**src/cdc_pg_pkg.sv**
```systemverilog
/*
 * CDC power-gating clock-side package
 * Shared status, control and output bundles that pass between the
 * synchronizer bank, the gate policy and the clock request logic
 */
`default_nettype none

package cdc_pg_pkg;

    // Flops in every pgcb_clk synchronizer chain
    localparam int sync_stages_p = 2;

    // ------------------------------
    // Main clock domain status, raw and synchronized copies share this type
    typedef struct packed {
        logic domain_locked;       // Boundary and ISM locked in main domain
        logic force_ready;         // Domain may be forced into power gating
        logic clkreq_hold;         // Main domain is holding the clock request
        logic ism_wake;            // Fabric ISM left idle while locked
        logic domain_pok;          // Power OK as seen by the main domain
        logic ism_locked;          // ISM lock state from the main domain
        logic clkreq_start_hold;   // Main FSM is waiting for clkack to drop
    } main_status_t;

    // Aggregation controls, already in pgcb_clk
    typedef struct packed {
        logic pwrgate_disabled;    // Idle-based gating not allowed
        logic pwrgate_force;       // Force the domain to gate and lock
        logic pwrgate_pmc_wake;    // PMC wants the domain awake
    } pg_ctrl_t;

    // PGCB handshake inputs, pgcb_clk
    typedef struct packed {
        logic force_rst_b;         // Active low forced reset
        logic pwrgate_active;      // Power gating has been applied
        logic pok;                 // PGCB power OK
        logic restore;             // PGCB restore phase in progress
    } pgcb_if_t;

    // ------------------------------
    // Registered indications sent back to the main domain
    typedef struct packed {
        logic unlock_domain;
        logic assert_clkreq;
        logic pwrgate_active;
        logic cdc_restore;
        logic force_pgate_req;
        logic ism_locked;
        logic clkreq_start_hold_ack;
    } to_main_t;

    // Wake sources after synchronization
    typedef struct packed {
        logic gclock_req_sync;     // Synced gated-clock request
        logic gclock_req_async_or; // OR of all synced async requests
    } wake_t;

endpackage : cdc_pg_pkg

`default_nettype wire

```
**src/cdc_pg_sync_bank.sv**
```systemverilog
/*
 * Synchronizer bank
 * Brings main-domain status, clkack and all gated-clock wake requests
 * into pgcb_clk and flops the OR of the async requests once more
 */
`timescale 1ns/100ps
`default_nettype none

module cdc_pg_sync_bank
    import cdc_pg_pkg::*;
#(
    parameter int areq      = 1,       // Number of async gclock requests
    parameter bit def_pwron = 1'b1     // Powered-on state after reset
) (
    input  wire logic               pgcb_clk,
    input  wire logic               pgcb_reset_b,
    input  wire main_status_t       main_status,       // Async to pgcb_clk
    input  wire logic               clkack,
    input  wire logic               gclock_req_sync,   // Not glitch free
    input  wire logic [areq-1:0]    gclock_req_async,  // Glitch free requests
    output main_status_t            main_status_pg,
    output logic                    clkack_pg,
    output wake_t                   wake_pg,
    output logic                    gclock_req_async_or_pg
);

    // All bits cross as one vector, status on top and async bits at the bottom
    localparam int width_c = $bits(main_status_t) + 2 + areq;

    // Lock and hold indications come out of reset set when powered on
    localparam main_status_t status_rst_c = '{
        domain_locked     : def_pwron,
        force_ready       : 1'b0,
        clkreq_hold       : def_pwron,
        ism_wake          : 1'b0,
        domain_pok        : 1'b0,
        ism_locked        : def_pwron,
        clkreq_start_hold : 1'b0
    };
    localparam logic [width_c-1:0] sync_rst_c = {status_rst_c, 2'b00, {areq{1'b0}}};

    logic [width_c-1:0] sync_d;
    logic [width_c-1:0] sync_q [sync_stages_p];    // Stage 0 may go metastable
    logic [areq-1:0]    async_bits;                // Synced async requests

    assign sync_d = {main_status, clkack, gclock_req_sync, gclock_req_async};

    always_ff @(posedge pgcb_clk, negedge pgcb_reset_b) begin
        if (!pgcb_reset_b) begin
            for (int s = 0; s < sync_stages_p; s++) begin
                sync_q[s] <= sync_rst_c;
            end
        end else begin
            sync_q[0] <= sync_d;
            for (int s = 1; s < sync_stages_p; s++) begin
                sync_q[s] <= sync_q[s-1];          // Shift toward the last stage
            end
        end
    end

    // Split the last stage back into its named parts
    assign {main_status_pg, clkack_pg, wake_pg.gclock_req_sync, async_bits} =
        sync_q[sync_stages_p-1];

    assign wake_pg.gclock_req_async_or = |async_bits;

    // One more flop so the OR leaving this block is glitch free
    always_ff @(posedge pgcb_clk, negedge pgcb_reset_b) begin
        if (!pgcb_reset_b) begin
            gclock_req_async_or_pg <= 1'b0;
        end else begin
            gclock_req_async_or_pg <= wake_pg.gclock_req_async_or;
        end
    end

endmodule : cdc_pg_sync_bank

`default_nettype wire

```
**src/cdc_pg_gate_ctl.sv**
```systemverilog
/*
 * Power-gate policy
 * Decides readiness for gating, unlock of the domain, forced gate
 * requests, PMC wake masking and the restore indication
 */
`timescale 1ns/100ps
`default_nettype none

module cdc_pg_gate_ctl
    import cdc_pg_pkg::*;
#(
    parameter bit def_pwron = 1'b1
) (
    input  wire logic          pgcb_clk,
    input  wire logic          pgcb_reset_b,
    input  wire main_status_t  main_status_pg,   // Synced main-domain status
    input  wire wake_t         wake_pg,
    input  wire pg_ctrl_t      pg_ctrl,
    input  wire pgcb_if_t      pgcb,
    output logic               unlock_domain,
    output logic               cdc_restore,
    output logic               force_pgate_req,
    output logic               pmc_wake,
    output logic               pwrgate_ready
);

    logic restore_wake;          // Wake created by a restore, held until unlocked
    logic any_wake;
    logic locked;
    logic unlock_domain_next;
    logic cdc_restore_next;
    logic force_pgate_req_next;
    logic pmc_wake_next;
    logic restore_wake_next;

    assign locked   = main_status_pg.domain_locked;
    assign any_wake = wake_pg.gclock_req_sync | wake_pg.gclock_req_async_or |
                      main_status_pg.ism_wake;

    // ------------------------------
    // Gate readiness
    always_comb begin
        if (pmc_wake) begin
            pwrgate_ready = 1'b0;                           // PMC keeps the domain awake
        end else if (!locked || unlock_domain || !main_status_pg.ism_locked) begin
            pwrgate_ready = 1'b0;                           // Only a fully locked domain may gate
        end else if (pg_ctrl.pwrgate_force) begin
            pwrgate_ready = main_status_pg.force_ready;     // Wait for the main domain to agree
        end else if (!pgcb.pok) begin
            pwrgate_ready = 1'b1;                           // Already gated, stay there
        end else begin
            // Powered and locked, gate unless something wants the clock
            pwrgate_ready = !(any_wake | pg_ctrl.pwrgate_disabled | pgcb.restore |
                              cdc_restore | restore_wake);
        end
    end

    // ------------------------------
    // Unlock decision
    always_comb begin
        if (unlock_domain && locked) begin
            unlock_domain_next = 1'b1;                      // Finish an unlock in progress
        end else if (pgcb.pwrgate_active || !pgcb.force_rst_b) begin
            unlock_domain_next = 1'b0;
        end else if (force_pgate_req && main_status_pg.ism_locked) begin
            unlock_domain_next = 1'b0;                      // Forced gating outside a restore
        end else if (!pgcb.pok || !locked) begin
            unlock_domain_next = 1'b0;
        end else begin
            unlock_domain_next = any_wake | pg_ctrl.pwrgate_disabled | restore_wake;
        end
    end

    // After a restore the FSM has to leave RESTORE, so a restore turns into
    // a wake that lasts until the domain is unlocked
    always_comb begin
        if (!locked) begin
            restore_wake_next = 1'b0;
        end else begin
            restore_wake_next = cdc_restore | restore_wake;
        end
    end

    // Restore only starts on a locked ISM and is cut short by a force request
    always_comb begin
        if (cdc_restore && !force_pgate_req) begin
            cdc_restore_next = main_status_pg.ism_locked ? 1'b1 : pgcb.restore;
        end else begin
            cdc_restore_next = pgcb.restore & main_status_pg.ism_locked;
        end
    end

    // ------------------------------
    // Force and PMC wake mask each other, the registered one wins
    always_comb begin
        if (!force_pgate_req) begin
            // No new force while unlocking or while PMC wake is arriving
            force_pgate_req_next = pg_ctrl.pwrgate_force & !unlock_domain_next &
                                   !pg_ctrl.pwrgate_pmc_wake;
        end else begin
            force_pgate_req_next = pg_ctrl.pwrgate_force;
        end

        if (!pmc_wake) begin
            pmc_wake_next = pg_ctrl.pwrgate_pmc_wake & !force_pgate_req;
        end else begin
            pmc_wake_next = pg_ctrl.pwrgate_pmc_wake;
        end
    end

    always_ff @(posedge pgcb_clk, negedge pgcb_reset_b) begin
        if (!pgcb_reset_b) begin
            unlock_domain   <= 1'b0;
            cdc_restore     <= def_pwron;
            restore_wake    <= def_pwron;
            force_pgate_req <= 1'b0;
            pmc_wake        <= 1'b0;
        end else begin
            unlock_domain   <= unlock_domain_next;
            cdc_restore     <= cdc_restore_next;
            restore_wake    <= restore_wake_next;
            force_pgate_req <= force_pgate_req_next;
            pmc_wake        <= pmc_wake_next;
        end
    end

endmodule : cdc_pg_gate_ctl

`default_nettype wire

```
**src/cdc_pg_clkreq_ctl.sv**
```systemverilog
/*
 * Functional clock request control
 * Starts, holds and releases clkreq, and waits for clkack to drop
 * before a new request is allowed
 */
`timescale 1ns/100ps
`default_nettype none

module cdc_pg_clkreq_ctl
    import cdc_pg_pkg::*;
#(
    parameter bit def_pwron = 1'b1,
    parameter bit drive_pok = 1'b1     // Domain drives its own POK
) (
    input  wire logic          pgcb_clk,
    input  wire logic          pgcb_reset_b,
    input  wire main_status_t  main_status_pg,
    input  wire logic          clkack_pg,
    input  wire wake_t         wake_pg,
    input  wire logic          pwrgate_disabled,
    input  wire logic          pok,
    input  wire logic          restore,
    input  wire logic          unlock_domain,
    input  wire logic          force_pgate_req,
    input  wire logic          pmc_wake,
    output logic               clkreq,
    output logic               assert_clkreq,
    output logic               clkreq_start_hold_ack
);

    logic assert_clkreq_next;
    logic clkreq_start_ok;       // clkack seen low since the last hold
    logic hold;
    logic locked;
    logic any_wake;

    assign hold     = main_status_pg.clkreq_hold;
    assign locked   = main_status_pg.domain_locked;
    assign any_wake = wake_pg.gclock_req_sync | wake_pg.gclock_req_async_or |
                      main_status_pg.ism_wake;

    // The synced start-hold is the acknowledge back to the main FSM
    assign clkreq_start_hold_ack = main_status_pg.clkreq_start_hold;

    // ------------------------------
    always_comb begin
        assert_clkreq_next = 1'b0;
        if (!assert_clkreq && hold) begin
            assert_clkreq_next = 1'b0;                          // Main domain owns the request
        end else if (assert_clkreq) begin
            if (pmc_wake && drive_pok && !main_status_pg.domain_pok) begin
                assert_clkreq_next = 1'b1;                      // Clock needed to raise POK
            end else if ((any_wake || pwrgate_disabled || unlock_domain) && locked &&
                         !force_pgate_req) begin
                assert_clkreq_next = 1'b1;                      // Keep going until unlocked
            end else begin
                assert_clkreq_next = !hold;                     // Release once the hold is seen
            end
        end else if (clkreq_start_ok) begin
            // Things that may start a new request
            if (!pok && !main_status_pg.domain_pok) begin
                assert_clkreq_next = pmc_wake && drive_pok;
            end else if (force_pgate_req) begin
                assert_clkreq_next = 1'b1;                      // Clock runs to lock and drop POK
            end else if (any_wake || restore) begin
                assert_clkreq_next = 1'b1;
            end else if (locked == pwrgate_disabled) begin
                // Lock state disagrees with the gating policy, wake to reconcile
                assert_clkreq_next = 1'b1;
            end
        end
    end

    always_ff @(posedge pgcb_clk, negedge pgcb_reset_b) begin
        if (!pgcb_reset_b) begin
            assert_clkreq   <= 1'b0;
            clkreq          <= def_pwron;
            clkreq_start_ok <= !def_pwron;
        end else begin
            assert_clkreq   <= assert_clkreq_next;
            clkreq          <= hold | assert_clkreq_next;
            // No restart until clkack has dropped after the hold ends
            clkreq_start_ok <= hold ? 1'b0 :
                               (clkreq_start_ok | (!clkack_pg & !clkreq_start_hold_ack));
        end
    end

endmodule : cdc_pg_clkreq_ctl

`default_nettype wire

```
**src/cdc_pg_clock.sv**
```systemverilog
/*
 * CDC power-gating controller, pgcb_clk side
 * Top level that ties synchronizers, gate policy and clock request
 * together and registers the indications sent to the main domain
 */
`timescale 1ns/100ps
`default_nettype none

module cdc_pg_clock
    import cdc_pg_pkg::*;
#(
    parameter int areq      = 1,
    parameter bit def_pwron = 1'b1,
    parameter bit drive_pok = 1'b1
) (
    input  wire logic               pgcb_clk,          // Always running
    input  wire logic               pgcb_reset_b,
    input  wire logic               clkack,
    input  wire main_status_t       main_status,
    input  wire logic               gclock_req_sync,
    input  wire logic [areq-1:0]    gclock_req_async,
    input  wire pg_ctrl_t           pg_ctrl,
    input  wire pgcb_if_t           pgcb,
    output logic                    clkreq,
    output to_main_t                to_main,
    output logic                    gclock_req_async_or_pg,
    output logic                    pwrgate_ready
);

    main_status_t main_status_pg;
    wake_t        wake_pg;
    logic         clkack_pg;
    logic         unlock_domain;
    logic         cdc_restore;
    logic         force_pgate_req;
    logic         pmc_wake;
    logic         assert_clkreq;
    logic         clkreq_start_hold_ack;
    logic         pwrgate_active_q;   // Clean copy before it crosses to main

    cdc_pg_sync_bank #(
        .areq      (areq),
        .def_pwron (def_pwron)
    ) i_sync_bank (
        .pgcb_clk               (pgcb_clk),
        .pgcb_reset_b           (pgcb_reset_b),
        .main_status            (main_status),
        .clkack                 (clkack),
        .gclock_req_sync        (gclock_req_sync),
        .gclock_req_async       (gclock_req_async),
        .main_status_pg         (main_status_pg),
        .clkack_pg              (clkack_pg),
        .wake_pg                (wake_pg),
        .gclock_req_async_or_pg (gclock_req_async_or_pg)
    );

    cdc_pg_gate_ctl #(
        .def_pwron (def_pwron)
    ) i_gate_ctl (
        .pgcb_clk        (pgcb_clk),
        .pgcb_reset_b    (pgcb_reset_b),
        .main_status_pg  (main_status_pg),
        .wake_pg         (wake_pg),
        .pg_ctrl         (pg_ctrl),
        .pgcb            (pgcb),
        .unlock_domain   (unlock_domain),
        .cdc_restore     (cdc_restore),
        .force_pgate_req (force_pgate_req),
        .pmc_wake        (pmc_wake),
        .pwrgate_ready   (pwrgate_ready)
    );

    cdc_pg_clkreq_ctl #(
        .def_pwron (def_pwron),
        .drive_pok (drive_pok)
    ) i_clkreq_ctl (
        .pgcb_clk              (pgcb_clk),
        .pgcb_reset_b          (pgcb_reset_b),
        .main_status_pg        (main_status_pg),
        .clkack_pg             (clkack_pg),
        .wake_pg               (wake_pg),
        .pwrgate_disabled      (pg_ctrl.pwrgate_disabled),
        .pok                   (pgcb.pok),
        .restore               (pgcb.restore),
        .unlock_domain         (unlock_domain),
        .force_pgate_req       (force_pgate_req),
        .pmc_wake              (pmc_wake),
        .clkreq                (clkreq),
        .assert_clkreq         (assert_clkreq),
        .clkreq_start_hold_ack (clkreq_start_hold_ack)
    );

    // pwrgate_active is flopped here so the main domain sees one clean edge
    always_ff @(posedge pgcb_clk, negedge pgcb_reset_b) begin
        if (!pgcb_reset_b) begin
            pwrgate_active_q <= 1'b1;
        end else begin
            pwrgate_active_q <= pgcb.pwrgate_active;
        end
    end

    // ------------------------------
    // Bundle toward the main domain
    assign to_main.unlock_domain         = unlock_domain;
    assign to_main.assert_clkreq         = assert_clkreq;
    assign to_main.pwrgate_active        = pwrgate_active_q;
    assign to_main.cdc_restore           = cdc_restore;
    assign to_main.force_pgate_req       = force_pgate_req;
    assign to_main.ism_locked            = main_status_pg.ism_locked;   // Echo avoids a race
    assign to_main.clkreq_start_hold_ack = clkreq_start_hold_ack;

endmodule : cdc_pg_clock

`default_nettype wire

```
**config.mk**
```make
export PLATFORM = sky130hd
export DESIGN_NAME = cdc_pg_clock
export DESIGN_NICKNAME = d
export VERILOG_FILES = /design/src/cdc_pg_pkg.sv /design/src/cdc_pg_sync_bank.sv /design/src/cdc_pg_gate_ctl.sv /design/src/cdc_pg_clkreq_ctl.sv /design/src/cdc_pg_clock.sv
export SDC_FILE = /design/constraint.sdc
export NUM_CORES = 1
export LEC_CHECK = 0
export ABC_AREA = 0
export CAP_MARGIN = 20
export CORE_MARGIN = 2
export CORE_UTILIZATION = 24
export CTS_BUF_LIST = sky130_fd_sc_hd__clkbuf_8
export CTS_CLUSTER_SIZE = 28
export DETAILED_ROUTE_END_ITERATION = 10
export DONT_BUFFER_PORTS = 1
export GPL_ROUTABILITY_DRIVEN = 0
export HOLD_SLACK_MARGIN = 0.02
export PLACE_DENSITY_LB_ADDON = 0.25
export SYNTH_ARGS = -nofsm -noshare
export SYNTH_HDL_FRONTEND = slang
export SYNTH_SLANG_ARGS = --single-unit
```
**constraint.sdc**
```tcl
create_clock -name pgcb_clk -period 1.6 [get_ports pgcb_clk]
set_input_delay 0.08 -clock pgcb_clk [delete_from_list [all_inputs] [get_ports pgcb_clk]]
set_output_delay 0.08 -clock pgcb_clk [all_outputs]
set_load 0.02 [all_outputs]
```
Yosys cells after proc, flatten, opt, wreduce, memory -nomap -nowiden:

Index checks and enable logic that the tools add are counted.
W data, S select, Z words.

* input port bits: 19
* memories kept: 0
* memory bits (read-only): 0
* bits in registers: 30
* bits in latches: 0
* logic and storage cells: 79
* output and inout bits: 10
* RAM bits: 0

* magnitude comparators: 0
* $add $sub $neg: 0
* divide/modulo/power cells: 0
* multipliers: 0
* reductions and logical operators: 28
* equal/unequal tests: 1
* shifts and indexed selects: 0
* bitwise operators: 15
* muxes and demuxes: 23

Operators by type and width (number)
* $mux W1: 23
* $logic_not A1 Y1: 13
* $or A1 B1 Y1: 10
* $logic_and A1 B1 Y1: 8
* $logic_or A1 B1 Y1: 7
* $and A1 B1 Y1: 5
* $eq A1 B1 Y1: 1

Depth between registers and ports, before layout:

* depth in word-level cells: 12
* depth in mapped cells: 3
* gate-level depth less buffers: 3

By module:

From an unflattened synthesis, not the netlist that was laid out.

* cell total of the unflattened synthesis: 82
* area, all modules: 1113.6 um^2

By module, submodules not included
* cdc_pg_sync_bank: cells each 30, times used 1, area each 600.6 um^2
* cdc_pg_gate_ctl: cells each 24, times used 1, area each 250.2 um^2
* cdc_pg_clkreq_ctl: cells each 21, times used 1, area each 191.4 um^2
* cdc_pg_clock: cells each 7, times used 1, area each 71.3 um^2

Worst setup path before layout:

OpenSTA, ideal clock, no wires.

* path kind: flip-flop to output port
* start: register i_sync_bank.sync_q, in the netlist i_sync_bank.main_status_pg[3]
* end: output port pwrgate_ready
* cell stages (with the launch flop): 4
* setup slack: -0.154 ns
* arrival: 1.674 ns
* cell sequence: dfrtp_1 > or4_4 > or4_1 > a31oi_1

* word-level cells in the longest chain between the ends: 10

Ends and longest elaborated chain
* start, declared: line cdc_pg_sync_bank.sv:43 `logic [width_c-1:0] sync_q [sync_stages_p];`
* start signal, assigned by index: line cdc_pg_sync_bank.sv:51 `sync_q[s] <= sync_rst_c;`
* start signal, assigned by index: line cdc_pg_sync_bank.sv:56 `sync_q[s] <= sync_q[s-1];`
* $or A1 B1 Y1: line cdc_pg_gate_ctl.sv:37 `assign any_wake = wake_pg.gclock_req_sync | wake_pg.gclock_req_async_or |`
* $or A1 B1 Y1 (3 in series): line cdc_pg_gate_ctl.sv:53 `pwrgate_ready = !(any_wake | pg_ctrl.pwrgate_disabled | pgcb.restore |`
* $or A1 B1 Y1: line cdc_pg_gate_ctl.sv:54 `cdc_restore | restore_wake);`
* $logic_not A1 Y1: line cdc_pg_gate_ctl.sv:53
* $mux W1: line cdc_pg_gate_ctl.sv:49 `end else if (!pgcb.pok) begin`
* $mux W1: line cdc_pg_gate_ctl.sv:47 `end else if (pg_ctrl.pwrgate_force) begin`
* $mux W1: line cdc_pg_gate_ctl.sv:45 `end else if (!locked || unlock_domain || !main_status_pg.ism_locked) begin`
* $mux W1: line cdc_pg_gate_ctl.sv:43 `if (pmc_wake) begin`
* end, declared: line cdc_pg_clock.sv:27 `output logic pwrgate_ready`

No other way between the ends.

Final worst setup path:

Same ends and word-level chain as after synthesis.

==> results.md <==
* Clk_skew at 0.00493 ns
* Synth Instances at 71
* Post-synth top area share at 48.8%
* DP Cell Count at 118
* Mean Syn Cell Area at 14.5 µm²
* Wire length of the first global-routing pass at 3080 µm
* Fin cells at 142
* All-layer global routing usage at 8.54%
* Mux cell area share after synthesis at 0%
* R2r startpoint: i_sync_bank.main_status_pg[3]
* Seq/Total Area, Yosys at 74.4%
* Final Util at 32.9%
* Post-synth net total at 90
* Period utilization at 119%
* Half-perimeter wire length after placement at 1340 µm
* Post-CTS setup buffers at 0
* CP Launch Point: i_sync_bank.main_status_pg[3]
* CP Launch Type: register
* Worst Path Max Fanout at 2
* Max-slew headroom at 71.5%
* CTS Buffer Depth at 2
* # DRC at 0
* Worst path bufs/invs at 0
* Worst endpoint required time at 1.52 ns
* Crit. End Element: primary output
* Max FFs per register at 10
* Post-layout worst setup margin at -0.307 ns
* Synth Area in Compound Gates at 10.1%
* Initial antenna violation count at 0
* Synth Register Bits at 30
* I/O Buffers at 0
* Area share of and/or/nand/nor cells after synthesis at 8.41%
* Hold Crit Start: pgcb[1]
* Initial Utilization at 25.3%
* Hold crit path type: primary input to register
* Hold slack at 0.0821 ns
* Max cap viols at 0
* Die Span X at 69.4 µm
* Total gr overflow at 0
* Mapped cell area at 0.00103 mm²
* Most frequent cells in the layout: 20 x dfrtp_1, 15 x dlygate4sd3_1, 10 x dfstp_2
* Post-synth EDFFs at 0
* CTS tree: yes
* Most frequent cell on the critical path: or4_4
* Remaining antenna violation count after routing at 0
* Pin count of the biggest net entering global routing at 31
* CP Class: register to primary output
* Fin. max-slew vios at 0
* Area growth, synth to finish at 30.1%
* Worst slew pin tran at 0.422 ns
* Clock Latency Late Sink at 0.27 ns
* Area contributors post-synth: dfrtp_1 49%, dfstp_2 26%, buf_4 5.1%, nor2_1 2.6%, o21ai_0 2.4%
* Worst-path clk slew at 0.06 ns
* Prevailing post-synth register cell: dfrtp_1
* Ys async rst share at 100%
* Routed vias/inst at 4.16
* Setup violations, final at 1
* Fin nets at 110
* Die height at 69.4 µm
* Leakage at 0.565 nW
* Pwr Total at 1.53 mW
* Root buf cell: clkbuf_8
* Core Box Area at 0.00406 mm²
* Router iterations before antenna repair at 3
* IO Pins at 29
* RSZ-0062 raised after global routing: yes
* Ys Warns at 0
* Worst EP arrival at 1.83 ns
* Via Count at 591
* Slowest stage delay, CP at 0.52 ns
* Share of cells above drive strength 1 at 25.0%
* Worst-path cell chain: or4_4 -> or4_4 -> a31oi_4
* Die ar. at 0.00481 mm²
* Failing checks: negative setup slack
* Initial drt markers at 35
* N_diodes at 0
* Status: finished with violations
* Peak VDD IR at 0.692 mV
* Main combinational cell family by area after synthesis: compound AO/OA/AOI/OAI gates
* Biggest register: i_sync_bank.sync_q
* Total number of cells along the worst setup path at 3
* Rows at 23
* Distinct cells, synth at 23
* Synth Area in Adders at 0%
* Most common cell after layout, fill and taps aside: dfrtp_1
* R2R Setup Slk at 0.15 ns
* Worst Reg-to-Reg Cells at 4
* Synth Area in XOR/XNOR at 0.854%
* Vias in the first global route at 664
* Slowest cell on crit path: or4_4
* PD cells at 1150 mW/mm²
* H-tree depth at 2
* Worst slack, placed at -0.0295 ns
* Final hold violations at 0
* Reg-to-reg endpoint: i_clkreq_ctl.assert_clkreq
* Wire per inst at 13.0 µm
* Achievable frequency at 0.524 GHz
* Crit path to: pwrgate_ready
* CTS sink cnt at 30
* Tmin final at 1.91 ns
* Final wirelength at 1840 µm
* Total CTS buffers at 5
* Largest area contributor in the netlist: dfrtp_1
* CP delay by family, top: simple AND/OR/NAND/NOR gates
synth_stat cells (all sizes together) (2+ instances only):
cell type	n
dfstp	10
nor2	7
inv	3
a31oi	2
or4	2
o21ai	5
buf	7
o21a	2
dfrtp	20
layer usage:
metal,vias to the layer above,GRT usage (%),routed length [µm]
met5,-,0,0
met4,0,4.58,25
met1,287,8.39,667
met3,3,5.52,200
met2,21,13.7,949
li1,280,-,-
final cells by class:
| class | count | area (µm²) |
|---|---|---|
| fill | 399 | 2720 |
| sequential | 30 | 763 |
| multi-input combinational | 31 | 218 |
| timing repair buffer | 20 | 200 |
| clock buffer | 5 | 68.8 |
| tap | 50 | 62.6 |
| clock inverter | 3 | 11.3 |
| inverter | 3 | 11.3 |
kinds of logic (layout without fill, tap and decap cells):
family | after synthesis | after routing
and+or+nand+nor | 15 | 15
DFF | 30 | 30
xor gates and xnor gates | 1 | 1
AOI/OAI and AO/OA | 15 | 15
buffers and inverters | 10 | 31
power by group:
group | internal (mW) | switching, mW
clock | 0.288 | 0.243
sequential | 0.827 | 0.0633
combinational | 0.0603 | 0.0504
total | 1.18 | 0.356
worst min-delay path by stage:
stage                                             to  slack [ns]  depth (start not counted)
after CTS                        i_clkreq_ctl.clkreq        0.07                          2
after detailed placement      i_sync_bank.sync_q[10]       -0.21                          0
after floorplan           i_clkreq_ctl.assert_clkreq       -0.22                          0
after global routing      i_gate_ctl.force_pgate_req        0.09                          2
final                            i_clkreq_ctl.clkreq        0.08                          2
after global placement        i_sync_bank.sync_q[15]       -0.21                          0
per-stage QoR:
stage                     setup TNS (ns)  instance area [µm²]
after detailed placement         -0.0295                 1080
after global routing              -0.356                 1340
final                             -0.307                 1340
after floorplan                        0                 1040
after CTS                         -0.331                 1340
after global placement           -0.0238                 1080
what timing repair did:
item,CTS,global route
hold buffers,16,0
hold endpoints to repair,44,0
endpoints found under the setup margin,1,3
gates resized for setup,0,1
pin swaps,0,0
(Power assumes the default switching activity.)
